<file path="config.mk">
export PLATFORM = sky130hd
export DESIGN_NAME = counter_display
export DESIGN_NICKNAME = d
export VERILOG_FILES = /design/src/source/ttl_pkg.sv /design/src/source/counter_display.sv /design/src/source/sn74192.sv /design/src/source/sn7447.sv /design/src/source/toggle_ff.sv
export VERILOG_INCLUDE_DIRS = /design/src /design/src/include
export SDC_FILE = /design/constraint.sdc
export NUM_CORES = 1
export LEC_CHECK = 0
export ABC_AREA = 0
export BUFFER_PORTS_ARGS = -buffer_cell sky130_fd_sc_hd__buf_2
export CAP_MARGIN = 15
export CORE_MARGIN = 3
export CORE_UTILIZATION = 38
export DETAILED_ROUTE_END_ITERATION = 7
export PLACE_DENSITY = 0.72
export SYNTH_ARGS = -nofsm -noshare
export SYNTH_HDL_FRONTEND = slang
export SYNTH_HIERARCHICAL = 1
export SYNTH_SLANG_ARGS = --single-unit
</file>
<file path="constraint.sdc">
create_clock -name CLK_DRV -period 2.75 [get_ports CLK_DRV]
set_clock_uncertainty 0.2 [all_clocks]
set_input_delay 0 -clock CLK_DRV [delete_from_list [all_inputs] [get_ports CLK_DRV]]
set_output_delay 0 -clock CLK_DRV [all_outputs]
set_load 0.05 [all_outputs]
</file>
<file path="src/include/ttl_params.svh">
`ifndef TTL_PARAMS_SVH
`define TTL_PARAMS_SVH

// number of cascaded SN74192 decade counters
// each digit brings its own SN7447 decoder, 1 to 8 digits supported
`define NUM_DIGITS 3

// shortest level, in CLK_DRV cycles, for up, down, clr, load_n and lt_n
// the registered BCD term inside each counter needs one cycle to settle
`define MIN_PULSE 2

`endif

</file>
<file path="src/source/ttl_pkg.sv">
`default_nettype none

`include "ttl_params.svh"

package ttl_pkg;

  // one decade digit, values 0 to 9 in normal use
  typedef logic [3:0] bcd_t;

  // active low segments, a in bit 6 down to g in bit 0
  typedef logic [6:0] seg_t;

  // whole count, index 0 is the units digit
  typedef bcd_t [`NUM_DIGITS-1:0] digit_array_t;

endpackage

`default_nettype wire

</file>
<file path="src/source/counter_display.sv">
`default_nettype none

`include "ttl_params.svh"

module counter_display (
  input  logic                     CLK_DRV,
  input  logic                     rst_n,
  input  logic                     up,       // count up pulse for the units digit
  input  logic                     down,     // count down pulse for the units digit
  input  logic                     clr,
  input  logic                     load_n,
  input  logic                     lt_n,
  input  logic [4*`NUM_DIGITS-1:0] data,     // BCD load value, units in bits 3:0
  output logic [4*`NUM_DIGITS-1:0] count,
  output logic [7*`NUM_DIGITS-1:0] seg,      // 7 bits per digit, units lowest
  output logic                     bo_n,     // borrow of the top digit
  output logic                     co_n      // carry of the top digit
);
  import ttl_pkg::*;

  digit_array_t           digits;            // counter outputs
  digit_array_t           load_digits;       // data cut into digits
  logic [`NUM_DIGITS:0]   up_chain;          // up into digit i, carry out at the end
  logic [`NUM_DIGITS:0]   down_chain;        // down into digit i, borrow out at the end
  logic [`NUM_DIGITS-1:0] rbi_n;             // ripple blanking into each decoder

  assign load_digits   = data;
  assign up_chain[0]   = up;
  assign down_chain[0] = down;

  assign count = digits;
  assign co_n  = up_chain[`NUM_DIGITS];
  assign bo_n  = down_chain[`NUM_DIGITS];

  for (genvar i = 0; i < `NUM_DIGITS; i++) begin : g_digit

    // carry and borrow clock the next digit up, as on the datasheet
    sn74192 i_sn74192 (
      .CLK_DRV,
      .rst_n,
      .up     (up_chain[i]),
      .down   (down_chain[i]),
      .clr,
      .load_n,
      .data   (load_digits[i]),
      .q      (digits[i]),
      .bo_n   (down_chain[i+1]),
      .co_n   (up_chain[i+1])
    );

    // blanking starts at the top digit and ripples toward the units
    // middle digits take rbi_n from the decoder above them
    if (i == 0) begin : g_units
      assign rbi_n[i] = 1'b1;                // units digit always shows
    end else if (i == `NUM_DIGITS-1) begin : g_top
      assign rbi_n[i] = 1'b0;                // leading zero blanks
    end

    // the units digit ignores blanking
    // so digits 0 and 1 have no rbo_n load
    if (i >= 2) begin : g_rb
      sn7447 i_sn7447 (
        .digit  (digits[i]),
        .lt_n,
        .rbi_n  (rbi_n[i]),
        .seg    (seg[7*i +: 7]),
        .rbo_n  (rbi_n[i-1])
      );
    end else begin : g_no_rb
      sn7447 i_sn7447 (
        .digit  (digits[i]),
        .lt_n,
        .rbi_n  (rbi_n[i]),
        .seg    (seg[7*i +: 7]),
        .rbo_n  ()
      );
    end

  end

endmodule

`default_nettype wire

</file>
<file path="src/source/sn74192.sv">
`default_nettype none

module sn74192 (
  input  logic          CLK_DRV,
  input  logic          rst_n,
  input  logic          up,       // counts on rising edge
  input  logic          down,     // counts on rising edge
  input  logic          clr,      // active high, beats load
  input  logic          load_n,
  input  ttl_pkg::bcd_t data,     // parallel load value
  output ttl_pkg::bcd_t q,
  output logic          bo_n,     // borrow, low while down low at 0
  output logic          co_n      // carry, low while up low at 9
);

  logic       up_n;
  logic       down_n;
  logic       load;
  logic       clr_n;
  logic [3:0] q_n;                // inverted flip-flop outputs
  logic [3:0] ff_clk_n;           // per bit toggle clock
  logic [3:0] ff_pre_n;           // per bit preset from load
  logic [3:0] ff_clr_n;           // per bit clear from load or clr
  logic       bcd;                // any of bits 3 to 1 set
  logic       bcd_q;

  assign up_n   = ~up;
  assign down_n = ~down;
  assign load   = ~load_n;
  assign clr_n  = ~clr;

  assign bcd = ~(q_n[1] & q_n[2] & q_n[3]);

  // the down terms of bits 1 and 2 read q through bcd
  // registering it cuts the loop back into the flip-flops
  always_ff @(posedge CLK_DRV) begin
    if (!rst_n) begin
      bcd_q <= 1'b0;
    end else begin
      bcd_q <= bcd;
    end
  end

  // gate terms of the datasheet logic diagram
  // a term is high while its count pulse is low and falls when the pulse ends
  assign ff_clk_n[0] = down_n | up_n;                        // bit 0 moves on every count
  assign ff_clk_n[1] = (down_n & q_n[0] & bcd_q)
                     | (up_n & q[0] & q_n[3]);               // no carry into bit 1 from 9
  assign ff_clk_n[2] = (down_n & q_n[0] & q_n[1] & bcd_q)
                     | (up_n & q[0] & q[1]);
  assign ff_clk_n[3] = (down_n & q_n[0] & q_n[1] & q_n[2])   // 0 to 9 and 8 to 7
                     | (up_n & q[0] & q[1] & q[2])           // 7 to 8
                     | (up_n & q[0] & q[3]);                 // 9 to 0

  // load sets each bit from data, clr clears all four
  assign ff_pre_n = ~(data & {4{load & clr_n}});
  assign ff_clr_n = {4{clr_n}} & ~(ff_pre_n & {4{load}});

  for (genvar b = 0; b < 4; b++) begin : g_bit
    toggle_ff i_toggle_ff (
      .CLK_DRV,
      .rst_n,
      .clk_n (ff_clk_n[b]),
      .pre_n (ff_pre_n[b]),
      .clr_n (ff_clr_n[b]),
      .q     (q[b]),
      .q_n   (q_n[b])
    );
  end

  assign bo_n = ~(down_n & (&q_n));
  assign co_n = ~(up_n & q[0] & q[3]);

endmodule

`default_nettype wire

</file>
<file path="src/source/sn7447.sv">
`default_nettype none

module sn7447 (
  input  ttl_pkg::bcd_t digit,
  input  logic          lt_n,     // lamp test, all segments on
  input  logic          rbi_n,    // blank this digit when it is 0
  output ttl_pkg::seg_t seg,      // active low, a to g
  output logic          rbo_n     // low when this digit is blanked
);
  import ttl_pkg::*;

  seg_t glyph;                    // pattern before lamp test and blanking
  logic blank;

  // segment order abcdefg, 0 lights the segment
  always_comb begin
    case (digit)
      4'd0:  glyph = 7'b0000001;
      4'd1:  glyph = 7'b1001111;
      4'd2:  glyph = 7'b0010010;
      4'd3:  glyph = 7'b0000110;
      4'd4:  glyph = 7'b1001100;
      4'd5:  glyph = 7'b0100100;
      4'd6:  glyph = 7'b1100000;  // no top bar on this part
      4'd7:  glyph = 7'b0001111;
      4'd8:  glyph = 7'b0000000;
      4'd9:  glyph = 7'b0001100;  // no tail
      // codes above 9 give the odd shapes of the real decoder
      4'd10: glyph = 7'b1110010;
      4'd11: glyph = 7'b1100110;
      4'd12: glyph = 7'b1011100;
      4'd13: glyph = 7'b0110100;
      4'd14: glyph = 7'b1110000;
      4'd15: glyph = 7'b1111111;  // dark
    endcase
  end

  // lamp test overrides ripple blanking, as on the chip
  assign blank = lt_n & ~rbi_n & (digit == 4'd0);
  assign rbo_n = ~blank;

  always_comb begin
    if (!lt_n) begin
      seg = '0;
    end else if (blank) begin
      seg = '1;
    end else begin
      seg = glyph;
    end
  end

endmodule

`default_nettype wire

</file>
<file path="src/source/toggle_ff.sv">
`default_nettype none

module toggle_ff (
  input  logic CLK_DRV,
  input  logic rst_n,
  input  logic clk_n,   // chip clock, sampled as data
  input  logic pre_n,   // level preset
  input  logic clr_n,   // level clear, beats preset
  output logic q,
  output logic q_n
);

  logic clk_n_q;        // clk_n one sample back
  logic fall;           // clk_n went high to low

  assign fall = clk_n_q & ~clk_n;

  // history starts at the idle level of the chip clock
  // so leaving reset never looks like a clock edge
  always_ff @(posedge CLK_DRV) begin
    if (!rst_n) begin
      clk_n_q <= 1'b0;
    end else begin
      clk_n_q <= clk_n;
    end
  end

  always_ff @(posedge CLK_DRV) begin
    if (!rst_n) begin
      q <= 1'b0;
    end else if (!clr_n) begin
      q <= 1'b0;
    end else if (!pre_n) begin
      q <= 1'b1;
    end else if (fall) begin
      q <= ~q;          // one count step
    end
  end

  assign q_n = ~q;

endmodule

`default_nettype wire

</file>
[After elaboration in Yosys (flattened, before gate mapping)]
Memories as Yosys holds them, arrays and structs flattened.
Cells that the tools add are included.
Word-level totals
  flip-flop bits (word level): 27
  bits in latches: 0
  bits in writable memories: 0
  bits in read-only memories: 336
  input bits: 19
  output and inout bits: 35
  logic and storage cells: 206
  memories: 3
Cells by class
  add/subtract/negate cells: 0
  multipliers: 0
  divide/modulo/power cells: 0
  $lt $le $gt $ge: 0
  equality and inequality tests: 12
  shift-type cells: 0
  muxes and demuxes: 29
  bitwise logic cells: 118
  reduce and logical (&&, ||, !) cells: 17
Memories
  (no name shown): words 16, bits a word 7, rd ports 1, clocked after memory_dff 0, wr ports 0, line sn7447.sv:17  | case (digit)
  (no name shown): words 16, bits a word 7, rd ports 1, clocked after memory_dff 0, wr ports 0, line sn7447.sv:17
  (no name shown): words 16, bits a word 7, rd ports 1, clocked after memory_dff 0, wr ports 0, line sn7447.sv:17
Operators with widths (number)
  $and 1x1->1: 55
  $and 4x4->4: 9
  $mux 7: 5
  $not 1->1: 33
  $mux 1: 24
  $ne 2x2->1 const B: 12
  $not 4->4: 6
  $reduce_and 2->1: 12
  $or 1x1->1: 15
  $reduce_and 4->1: 3
  $logic_not 4->1: 2

[Logic depth before layout (Yosys ltp)]
  word-level depth: 14
  depth in mapped cells: 9
  gate-level depth less buffers: 9

[Modules after synthesis]
The synthesis kept the hierarchy.
Modules (own cells, without submodules)
  toggle_ff: times used 12, cells each 8, area each 83.8 um^2, seq. area each 40.0 um^2
  sn7447 (g_digit[0].g_no_rb.i_sn7447 ...): times used 2, cells each 39, area each 281.5 um^2, seq. area each 0.0 um^2
  sn74192: times used 3, cells each 28, area each 153.9 um^2, seq. area each 20.0 um^2
  sn7447 (g_digit[1].g_no_rb.i_sn7447): times used 1, cells each 33, area each 240.2 um^2, seq. area each 0.0 um^2
  counter_display: times used 1, cells each 2, area each 7.5 um^2, seq. area each 0.0 um^2

[Worst setup path before layout]
Ideal clock, no wire load.
  path kind: flip-flop to output port
  start point: reg g_digit[0].i_sn74192.g_bit[1].i_toggle_ff.q
  end point: out seg[5]
  data arrival time: 2.605 ns
  required time: 2.550 ns
  setup slack: -0.055 ns
  stages on the path, launching flop included: 5
  path buffers: 0
  cell sequence: dfxtp_1 -> inv_1 -> ha_1 -> o21ai_0 -> a211oi_1
On the way
  longest elaborated chain between the ends: 2
RTL lines
  from (decl): line toggle_ff.sv:9  | output logic q,
  from (signal assigned): line toggle_ff.sv:36  | q <= ~q;
  $mem_v2 16x7
  $mux 7: line sn7447.sv:43  | if (!lt_n) begin
  to (decl): line counter_display.sv:15  | output logic [7*`NUM_DIGITS-1:0] seg,
Every way passes these cells.

[Worst setup path after layout]
  start point: reg g_digit[2].i_sn74192.g_bit[1].i_toggle_ff.q
  end point: out seg[10]
On the way
  longest elaborated chain between the ends: 6
RTL lines
  from (decl): line toggle_ff.sv:9
  from (signal assigned): line toggle_ff.sv:36
  $logic_not 4->1: line sn7447.sv:39  | assign blank = lt_n & ~rbi_n & (digit == 4'd0);
  $and 1x1->1 (3 in a row): line sn7447.sv:39
  $mux 7: line sn7447.sv:45  | end else if (blank) begin
  $mux 7: line sn7447.sv:43
Every way passes these cells.

==> flow_summary.yaml <==
hold_path:
  hold_class: "in -> reg"
global_route:
  grtUsageTotal_pct: 16.0
  antenna_found_initial: 0
  gr-total-overflow: 0
  grt_pass1_wl_um: 9760
  grt_max_degree: 28
  grt_pass1_vias: 2286
sta:
  setup_viol: 0
  drv_slew: 0
  rsz0062_at_grt: "no"
  setup_tns_ns: 0
  hold_viol: 0
  timing.final.crit_period_ns: 2.55
  max_clock_freq_mhz: 392
  finalCritPeriodShare_pct: 92.7
  worstMarginPinSlew_ns: 0.523
  relSlewSlack_pct: 65.1
synth:
  synthCells: 292
  ys_warn_count: 6
  synth.cell_area_um2: 2270
  syn_avg_cell_area_um2: 7.77
  syn_nets: 327
floorplan:
  die_x_um: 83.3
  initial_core_util_pct: 40.2
  coreArea_um2: 5640
  die_y_um: 83.3
  io_pins: 54
  die-area_um2: 6940
  num_rows: 27
drt:
  drt-total-wl_um: 5680
  postRouteAntennaNets: 0
  remaining_drc_errors: 0
  drt_iter0_drc: 103
  viasPerCell: 5.29
  drt-wirelength-per-cell_um: 13.0
  firstDrtPassIters: 4
  route.vias.total: 2318
cells_and_area:
  fin_cells: 438
  multi_input_area_um2: 1600
  diodes: 0
  area_growth_pct: 26.1
  nFillCells: 573
  final_util_pct: 50.7
  final_area_um2: 2860
  drive_gt1_share_pct: 20.8
  regArea_um2: 541
  final_net_count: 402
worst_setup_path:
  crit_fanout: 5
  cp.required_ns: 2.55
  cp-end-kind: "output port"
  critPathArrivalTime_ns: 2.35
  cp-start-kind: "flop"
  criticalPathCategory: "reg -> out"
clocking:
  clk_pin_slew_ns: 0.10
  cts_tree: "yes"
  clock_path_buffers: 2
  clock-sinks: 27
  cts.htree.levels: 1
  clock-root-buffer: "clkbuf_8"
  cts_buffers: 3
  postCtsSetupBuffers: 0
  clock_latency_ns: 0.27
place:
  dp_cells: 419
  gp_congestion: 0.786
  dp_hpwl_um: 4220
  io_buffer_count: 53
  placed_area_um2: 2660
power_and_ir_drop:
  leakage_nw: 1.39
  vdd_drop_max_mv: 0.229
  powerDensity_nw_per_um2: 351
outcome:
  status: "completed"
run:
  drv_cap: 0
cell type report:
cell class | instances | area share (%)
sequential | 27 | 18.9
tap | 72 | 3.15
multi-input combinational | 229 | 55.7
timing repair buffer | 76 | 16.6
clock inverter | 1 | 0.262
inverter | 30 | 3.93
clock buffer | 3 | 1.44
where the power goes:
| part | switching, mW | internal [mW] |
|---|---|---|
| clock network | 0.129 | 0.103 |
| logic | 0.231 | 0.122 |
| registers | 0.0134 | 0.405 |
repair_timing:
action / in CTS / in global routing
endpoints found under the hold margin: 16 / 0
endpoints found under the setup margin: 0 / 0
hold buffers: 15 / 0
resized for setup: 0 / 0
cells in the final DEF (no fill, tap or decap):
master,instances
conb_1,2
or2b_1,13
buf_2,53
a211oi_2,2
dfxtp_1,27
a22o_1,3
inv_1,28
or4_4,2
mux2i_1,2
a21o_2,3
o311a_2,2
a31oi_1,3
o311ai_1,2
nand4b_1,15
nor2b_1,22
o311a_1,3
clkinvlp_4,1
nor2_1,32
clkbuf_8,3
inv_2,2
a211oi_1,2
ha_1,16
a21boi_0,1
a221oi_1,3
and2_1,17
o2111ai_1,2
and3b_1,3
nand2_1,26
o2bb2ai_1,2
o21a_1,8
o211a_1,1
o2111a_1,13
buf_4,8
o21ai_0,12
nand3b_1,1
nand2b_1,8
a21oi_1,5
or2_1,3
dlygate4sd3_1,15
final timing paths:
| check | slack [ns] | cells past startpoint | endpoint | from |
|---|---|---|---|---|
| worst min register to register | 0.30 | 2 | g_digit[0].i_sn74192/bcd_q | g_digit[0].i_sn74192/g_bit[2].i_toggle_ff/q |
| worst min-delay path | 0.04 | 4 | g_digit[0].i_sn74192/g_bit[2].i_toggle_ff/q | load_n |
| worst max-delay path | 0.20 | 8 | seg[10] | g_digit[2].i_sn74192/g_bit[1].i_toggle_ff/q |
| worst max register to register | 0.38 | 9 | g_digit[2].i_sn74192/g_bit[2].i_toggle_ff/q | g_digit[0].i_sn74192/g_bit[3].i_toggle_ff/q |
registers in the layout, indices dropped and copies added (netlist names):
signal and count:
g_digit.i_sn74192/bcd_q 3, g_digit.i_sn74192/g_bit.i_toggle_ff/q 12, g_digit.i_sn74192/g_bit.i_toggle_ff/clk_n_q 12
worst max-delay path, stage by stage, from the launching register on:
cell      delay (ns)
dfxtp_1         0.32
inv_1           0.13
ha_1            0.19
nand2b_1        0.13
or4_4           0.47
nand2b_1        0.21
nor2_1          0.20
o311a_1         0.18
buf_2           0.26
stage by stage:
stage / setup WS (ns) / hold WS (ns) / power, mW
after floorplan: 0.0442 / -0.0907 / 0.674
after global placement: 0.489 / 0.150 / 0.759
after detailed placement: 0.400 / 0.160 / 0.765
after CTS: 0.197 / 0.0327 / 1.01
after global routing: 0.0619 / 0.0494 / 1.06
final: 0.202 / 0.0357 / 1.00
routing by layer:
metal  vias to the layer above  part of all wire [%]  global-route usage, %
met1                      1096                    45                   19.3
met4                         0                  0.48                   2.67
met5                         -                     0                      0
li1                       1166                     -                      -
met2                        52                    50                   30.7
met3                         4                   4.5                   1.69
No activity file was read; power rests on OpenSTA's default activity.
